**src/nnNumericPkg.sv**
```systemverilog
package nnNumericPkg;

	localparam int ACT_W = 8;
	localparam int WEIGHT_W = 8;
	localparam int PRODUCT_W = ACT_W + WEIGHT_W;
	localparam int BIAS_W = 16;
	localparam int ACCUM_W = 23;

	// Low accumulator bits that fall below the output binary point.
	localparam int FRAC_SHIFT = 6;
	localparam int ACT_MAX = 127;

	typedef logic signed [ACT_W-1:0] activation_t;
	typedef logic signed [WEIGHT_W-1:0] weight_t;
	typedef logic signed [PRODUCT_W-1:0] product_t;
	typedef logic signed [BIAS_W-1:0] bias_t;

	// Ten full-scale products plus the bias fit with headroom in 23 bits.
	typedef logic signed [ACCUM_W-1:0] accum_t;

endpackage
```
**src/nnLayerPkg.sv**
```systemverilog
package nnLayerPkg;

	import nnNumericPkg::*;

	localparam int NUM_INPUTS = 10;
	localparam int NUM_NEURONS = 4;

	// The queue depth also sets the number of credits held by the input latch.
	localparam int QUEUE_DEPTH = 4;

	typedef logic [$clog2(QUEUE_DEPTH+1)-1:0] count_t;
	typedef logic [$clog2(QUEUE_DEPTH)-1:0] queuePtr_t;

	// One row per neuron, one column per input activation.
	localparam weight_t WEIGHTS [NUM_NEURONS][NUM_INPUTS] = '{
		'{12, -20, 5, 33, -7, 18, 0, -41, 9, 26},
		'{-15, 44, -3, 8, 21, -30, 17, 6, -12, 3},
		'{0, 38, 30, 50, 52, -42, -8, 0, 0, 10},
		'{27, 0, -19, -25, 14, 36, -9, 22, 40, -6}
	};

	localparam bias_t BIASES [NUM_NEURONS] = '{
		-256,
		128,
		512,
		0
	};

	typedef struct packed {
		activation_t [NUM_INPUTS-1:0] act;
	} inVector_t;

	typedef struct packed {
		activation_t [NUM_NEURONS-1:0] act;
	} outVector_t;

endpackage

```
**src/neuralLayerTop.sv**
```systemverilog
`timescale 1ns/1ps

module neuralLayerTop
(
	input  logic clk,
	input  logic reset,
	input  logic inReq,
	output logic inAck,
	input  nnLayerPkg::inVector_t inData,
	output logic outReq,
	input  logic outAck,
	output nnLayerPkg::outVector_t outData
);
	import nnLayerPkg::*;

	inVector_t vectorData;
	outVector_t nodeActivation;
	logic [NUM_NEURONS-1:0] nodeValid;
	logic start;
	logic slotFreed;

	inputLatch latch_i
	(
		.clk(clk),
		.reset(reset),
		.inReq(inReq),
		.inAck(inAck),
		.inData(inData),
		.slotFreed(slotFreed),
		.start(start),
		.vectorData(vectorData)
	);

	// Every node sees the same broadcast vector and keeps its own weight row.
	for (genvar n = 0; n < NUM_NEURONS; n++)
	begin : gNode
		neuronNode #(.neuronIndex(n)) node_i
		(
			.clk(clk),
			.reset(reset),
			.start(start),
			.vectorData(vectorData),
			.activation(nodeActivation.act[n]),
			.nodeValid(nodeValid[n])
		);
	end

	resultCollector collector_i
	(
		.clk(clk),
		.reset(reset),
		.nodeActivation(nodeActivation),
		.nodeValid(nodeValid),
		.slotFreed(slotFreed),
		.outReq(outReq),
		.outAck(outAck),
		.outData(outData)
	);

endmodule

```
**src/resultCollector.sv**
```systemverilog
`timescale 1ns/1ps

module resultCollector
(
	input  logic clk,
	input  logic reset,
	input  nnLayerPkg::outVector_t nodeActivation,
	input  logic [nnLayerPkg::NUM_NEURONS-1:0] nodeValid,
	output logic slotFreed,
	output logic outReq,
	input  logic outAck,
	output nnLayerPkg::outVector_t outData
);
	import nnLayerPkg::*;

	typedef enum logic [1:0] {idle, requesting, waitAckLow} collectState_t;

	collectState_t state;
	outVector_t queue [QUEUE_DEPTH];
	queuePtr_t wrPtr;
	queuePtr_t rdPtr;
	count_t count;
	logic wrEn;
	logic pop;

	assign wrEn = &nodeValid;
	assign pop = (state == requesting) && outAck;
	assign outData = queue[rdPtr];

	always_ff @(posedge clk)
	begin
		if (wrEn)
			queue[wrPtr] <= nodeActivation;
	end

	always_ff @(posedge clk)
	begin
		if (reset)
		begin
			wrPtr <= '0;
			rdPtr <= '0;
			count <= '0;
			slotFreed <= 1'b0;
		end
		else
		begin
			slotFreed <= pop;
			if (wrEn)
				wrPtr <= wrPtr + queuePtr_t'(1);
			if (pop)
				rdPtr <= rdPtr + queuePtr_t'(1);
			case ({wrEn, pop})
				2'b10: count <= count + count_t'(1);
				2'b01: count <= count - count_t'(1);
				default: count <= count;
			endcase
		end
	end

	// The head stays on outData until the receiver has taken it and let go of outAck.
	always_ff @(posedge clk)
	begin
		if (reset)
		begin
			state <= idle;
			outReq <= 1'b0;
		end
		else
		begin
			case (state)
				idle:
				begin
					if (count != '0)
					begin
						outReq <= 1'b1;
						state <= requesting;
					end
				end
				requesting:
				begin
					if (outAck)
					begin
						outReq <= 1'b0;
						state <= waitAckLow;
					end
				end
				waitAckLow:
				begin
					if (!outAck)
						state <= idle;
				end
				default: state <= idle;
			endcase
		end
	end

	nodesInStep: assert property (@(posedge clk) disable iff (reset)
		(nodeValid == '0) || (&nodeValid));

	// Credits in the input latch must keep the queue from overflowing.
	noOverflow: assert property (@(posedge clk) disable iff (reset)
		wrEn |-> (count != count_t'(QUEUE_DEPTH)));

endmodule

```
**src/neuronNode.sv**
```systemverilog
`timescale 1ns/1ps

module neuronNode
#(
	parameter int neuronIndex = 0
)
(
	input  logic clk,
	input  logic reset,
	input  logic start,
	input  nnLayerPkg::inVector_t vectorData,
	output nnNumericPkg::activation_t activation,
	output logic nodeValid
);
	import nnNumericPkg::*;
	import nnLayerPkg::*;

	activation_t actReg [NUM_INPUTS];
	product_t products [NUM_INPUTS];
	accum_t sum;
	accum_t accReg;
	logic inValid;
	logic sumValid;
	logic roundUp;
	logic [ACT_W:0] rounded;
	activation_t actNext;

	always_ff @(posedge clk)
	begin
		if (start)
		begin
			for (int i = 0; i < NUM_INPUTS; i++)
			begin
				actReg[i] <= vectorData.act[i];
			end
		end
	end

	always_comb
	begin
		for (int i = 0; i < NUM_INPUTS; i++)
		begin
			products[i] = actReg[i] * WEIGHTS[neuronIndex][i];
		end
	end

	always_comb
	begin
		sum = accum_t'(BIASES[neuronIndex]);
		for (int i = 0; i < NUM_INPUTS; i++)
		begin
			sum = sum + accum_t'(products[i]);
		end
	end

	always_ff @(posedge clk)
	begin
		accReg <= sum;
	end

	// Rectify, then saturate anything at or above 2.0, then round to nearest.
	always_comb
	begin
		roundUp = accReg[FRAC_SHIFT-1] && (accReg[FRAC_SHIFT-2:0] != '0);
		rounded = {1'b0, accReg[FRAC_SHIFT+ACT_W-1:FRAC_SHIFT]} + {{ACT_W{1'b0}}, roundUp};
		if (accReg[ACCUM_W-1])
			actNext = '0;
		else if (accReg[ACCUM_W-2:FRAC_SHIFT+ACT_W-1] != '0)
			actNext = activation_t'(ACT_MAX);
		else if (rounded > ACT_MAX)
			actNext = activation_t'(ACT_MAX);
		else
			actNext = activation_t'(rounded[ACT_W-1:0]);
	end

	always_ff @(posedge clk)
	begin
		activation <= actNext;
	end

	always_ff @(posedge clk)
	begin
		if (reset)
		begin
			inValid <= 1'b0;
			sumValid <= 1'b0;
			nodeValid <= 1'b0;
		end
		else
		begin
			inValid <= start;
			sumValid <= inValid;
			nodeValid <= sumValid;
		end
	end

endmodule

```
**src/inputLatch.sv**
```systemverilog
`timescale 1ns/1ps

module inputLatch
(
	input  logic clk,
	input  logic reset,
	input  logic inReq,
	output logic inAck,
	input  nnLayerPkg::inVector_t inData,
	input  logic slotFreed,
	output logic start,
	output nnLayerPkg::inVector_t vectorData
);
	import nnLayerPkg::*;

	typedef enum logic {idle, acked} latchState_t;

	latchState_t state;
	count_t credits;
	logic accept;

	// A vector is taken only if a queue slot is reserved for its result.
	assign accept = (state == idle) && inReq && (credits != '0);

	always_ff @(posedge clk)
	begin
		if (reset)
		begin
			state <= idle;
			inAck <= 1'b0;
			start <= 1'b0;
		end
		else
		begin
			start <= accept;
			case (state)
				idle:
				begin
					if (accept)
					begin
						inAck <= 1'b1;
						state <= acked;
					end
				end
				acked:
				begin
					if (!inReq)
					begin
						inAck <= 1'b0;
						state <= idle;
					end
				end
				default: state <= idle;
			endcase
		end
	end

	always_ff @(posedge clk)
	begin
		if (accept)
			vectorData <= inData;
	end

	always_ff @(posedge clk)
	begin
		if (reset)
			credits <= count_t'(QUEUE_DEPTH);
		else
		begin
			case ({accept, slotFreed})
				2'b10: credits <= credits - count_t'(1);
				2'b01: credits <= credits + count_t'(1);
				default: credits <= credits;
			endcase
		end
	end

	ackHeldWhileReq: assert property (@(posedge clk) disable iff (reset)
		inAck && inReq |=> inAck);

	// Freed slots can never outnumber the vectors taken in.
	creditBound: assert property (@(posedge clk) disable iff (reset)
		credits <= QUEUE_DEPTH);

endmodule

```
**config.mk**
```make
export PLATFORM = sky130hd
export DESIGN_NAME = neuralLayerTop
export DESIGN_NICKNAME = d
export VERILOG_FILES = /design/src/nnNumericPkg.sv /design/src/nnLayerPkg.sv /design/src/neuralLayerTop.sv /design/src/resultCollector.sv /design/src/neuronNode.sv /design/src/inputLatch.sv
export SDC_FILE = /design/constraint.sdc
export NUM_CORES = 2
export LEC_CHECK = 0
export BUFFER_PORTS_ARGS = -buffer_cell sky130_fd_sc_hd__clkbuf_2
export CAP_MARGIN = 20
export CORE_MARGIN = 5
export CORE_UTILIZATION = 59
export DETAILED_ROUTE_END_ITERATION = 6
export PLACE_DENSITY = 0.89
export SYNTH_ARGS = -nofsm -noshare
export SYNTH_HDL_FRONTEND = slang
export SYNTH_SLANG_ARGS = --single-unit
```
**constraint.sdc**
```tcl
create_clock -name clk -period 11.15 [get_ports clk]
set_clock_uncertainty 0.05 [all_clocks]
set_input_delay 2.23 -clock clk [delete_from_list [all_inputs] [get_ports clk]]
set_output_delay 2.23 -clock clk [all_outputs]
set_load 0.005 [all_outputs]
```
==> reports/summary.log <==
[route] via total after detailed routing 33.5k
[clock_network] number of buffers created by CTS 46
[timing] worst setup margin 79.1 ps
[placed_design] # port buffers 117
[timing] final count of pins violating max slew 0
[synth] number of standard cells after synthesis 4529
[clock_network] clock tree from TritonCTS yes
[timing] headroom to the max-slew limit 41.3%
[hold_path] path category of the worst min-delay check reg -> reg
[critical_path] endpoint kind of the worst setup timing path flip-flop
[synth] synthesis warning total 0
[global_routing] GRT Overall Usage 27.9%
[critical_path] Worst path max stage delay 600 ps
[critical_path] startpoint class of the critical path flip-flop
[synth] dominant cell by count in the synthesized netlist inv_1
[critical_path] master of the slowest instance on the critical path fa_2
[clock_network] Root Buffer clkbuf_16
[timing] clock period minus final worst setup slack 11070 ps
[final_layout] relative area change from synthesis to final layout 10.4%
[route] Total Wirelength 127000 µm
[timing] Highest Clock Rate 90.3 MHz
[critical_path] type of the setup path with the least slack reg -> reg
[synth] share of flip-flops with an asynchronous set or reset after synthesis 0%
[die] horizontal die dimension 299 µm
[final_layout] share of cells above drive strength 1 9.91%
[clock_network] number of hold-repair buffers added at the cts stage 0
[timing] measured slew at the worst slew-check pin 875 ps
[synth] Netlist cell types 66
[clock_network] clock latency on the worst-skew pair 640 ps
[die] vertical die dimension 299 µm
[status] result of the run finished clean
[critical_path] data arrival time of the critical path 11520 ps
[placed_design] pre-CTS WS -185 ps
[synth] synthesized area per cell 10.9 µm²
[die] Placement Rows 106
[timing] worst hold slack after final layout 364 ps
[route] post-detailed-route via-to-cell ratio 5.65
[final_layout] number of nets in the finished design 6384
[critical_path] Most common cell on crit path fa_1
[synth] register area share after synthesis 23.5%
[flow_run] reported max-cap violation count 0
[global_routing] pin count of the biggest net entering global routing 55
[route] number of detailed-route iterations in the first pass 7
[timing] final worst path period share 99.3%
[clock_network] maximum clock insertion buffer count 3
[die] top-level I/O count 118
[global_routing] global-route wire length before repair 193000 µm
[synth] predominant post-synthesis flop cell edfxtp_1
[critical_path] crit path max fanout 5
[synth] number of enable-type register cells in the synthesized netlist 288
[synth] number of synthesized register bits 433
[timing] total count of hold-check failures in the final report 0
[global_routing] initial antenna violation count 4
[die] Initial Util 59.2%
[route] DRC viols 0
[placed_design] weighted congestion reported at the end of routability-driven placement 1.03
[critical_path] required time worst endpoint 11600 ps
[final_layout] final antenna diode count 0
[synth] cells taking the most area after synthesis fa_1 27%, ha_1 21%, edfxtp_1 18%
[placed_design] HPWL Detailed 103000 µm
[route] wire length per cell 21.5 µm
[clock_network] Sinks on Clock Net 433
[final_layout] Final Non-Filler Cells 5924
[global_routing] vias in the first global route 35.0k
[clock_network] post-CTS clock slew at the launch and capture registers of the worst setup and hold paths 60 ps
[synth] Synth top cells by count 1224 x inv_1, 819 x ha_1, 675 x fa_1
[synth] post-synthesis cell area 49200 µm²
[global_routing] GRT overflow 0
[route] Iteration-0 DRC Markers 2705
[synth] cell type with the highest aggregate area in the netlist fa_1
[clock_network] H-Tree Level Count 2
[route] number of nets with antenna violations after detailed routing 0
[synth] fraction of synthesized cell area taken by the top area cell type 27.5%
[placed_design] total instance count after detailed placement 5808
[die] core box area 83200 µm²
[die] die footprint 89300 µm²
[timing] final-report setup violation count 0
final cells by class:
class | instances | area [µm²]
clock buffer | 59 | 1260
tap | 1080 | 1350
clock inverter | 27 | 312
sequential | 433 | 11600
timing repair buffer | 248 | 1580
inverter | 1224 | 4600
multi-input combinational | 2853 | 33700
fill | 5780 | 28800
critical path, delay by kind of cell (launching register included):
family / cells / cell delay (ps)
fa+ha+maj: 17 / 7030
compound gates: 8 / 1280
simple gates: 3 / 920
buf+inv: 9 / 870
flops: 1 / 490
xor+xnor: 2 / 290
final timing paths:
check | startpoint | end | slack (ps) | depth (start not counted)
worst max-delay path | gNode[1].node_i.actReg[1][2] | gNode[1].node_i.accReg[16] | 80 | 39
worst min-delay path | latch_i.vectorData[52] | gNode[2].node_i.actReg[6][4] | 360 | 0
worst max register to register | gNode[1].node_i.actReg[1][2] | gNode[1].node_i.accReg[16] | 80 | 39
worst min register to register | latch_i.vectorData[52] | gNode[2].node_i.actReg[6][4] | 360 | 0
cells by family (layout without fill, tap and decap cells):
logic type               Yosys count  count (layout)  synth area share [%]
adder cells (fa/ha/maj)         1494            1494                  48.3
buffers and inverters           1246            1558                  9.51
AO/OA/AOI/OAI                    533             533                  6.88
AND/OR/NAND/NOR                  477             477                  4.77
flip-flops                       433             433                  23.5
XOR/XNOR                         301             301                  5.38
multiplexers                      44              44                  1.72
other                              1               4               0.00762
layer usage:
layer  track usage (%)  vias up  routed length [µm]
met2              45.2     1461               59400
met5                 0        -                  13
met4              13.9        2                8220
li1                  -    15049                   -
met3              4.71      418               10400
met1              36.6    16567               49500
through the flow:
step	instance area (µm²)	util [%]	TNS, ps
floorplan	49200	-	0
global placement	51900	62.4	-77.0
detailed placement	51900	62.4	-325
CTS	53500	64.3	0
global route	54300	65.4	-1320
finish	54300	65.4	0
state kept, by name, summed over array words and instances, names as in the netlist, 2 cells and up, named ones only:
register and count:
gNode.node_i.accReg 91, gNode.node_i.activation 32, collector_i.wrPtr 2, latch_i.credits 3, collector_i.count 3, gNode.node_i.actReg 80, collector_i.state 2, collector_i.rdPtr 2
collector_i.queue 128, latch_i.vectorData 80
placed cells by master, fill, tap and decap left out, types with 8 or more instances in the layout:
cell type,n
nand2b_1,25
mux2i_1,9
xnor2_1,214
edfxtp_1,288
fa_1,668
a31oi_1,18
a21oi_2,15
a21boi_0,20
nand3_1,41
nor2b_1,46
o21ai_0,88
nand2_1,92
nor3_1,52
nor2_1,129
a41oi_1,9
and3_1,14
o21a_1,36
dfxtp_1,143
xor2_1,82
ha_4,29
inv_1,1216
clkbuf_2,117
ha_1,781
or3_1,15
ha_2,9
o211ai_1,15
clkbuf_1,9
a211oi_1,12
mux4_2,32
nand3b_1,8
a21o_1,56
buf_4,128
clkbuf_16,48
a21oi_1,162
o21bai_1,16
or2_2,11
repair_timing:
item	in CTS	in global routing
pin swaps	0	67
gates cloned	0	0
resized for setup	10	120
buffers inserted	1	27
setup endpoints to repair	4	18
Power is left out: the tool's default activity adds up to more than one toggle a clock period on the data nets, which glitch-free logic cannot reach.
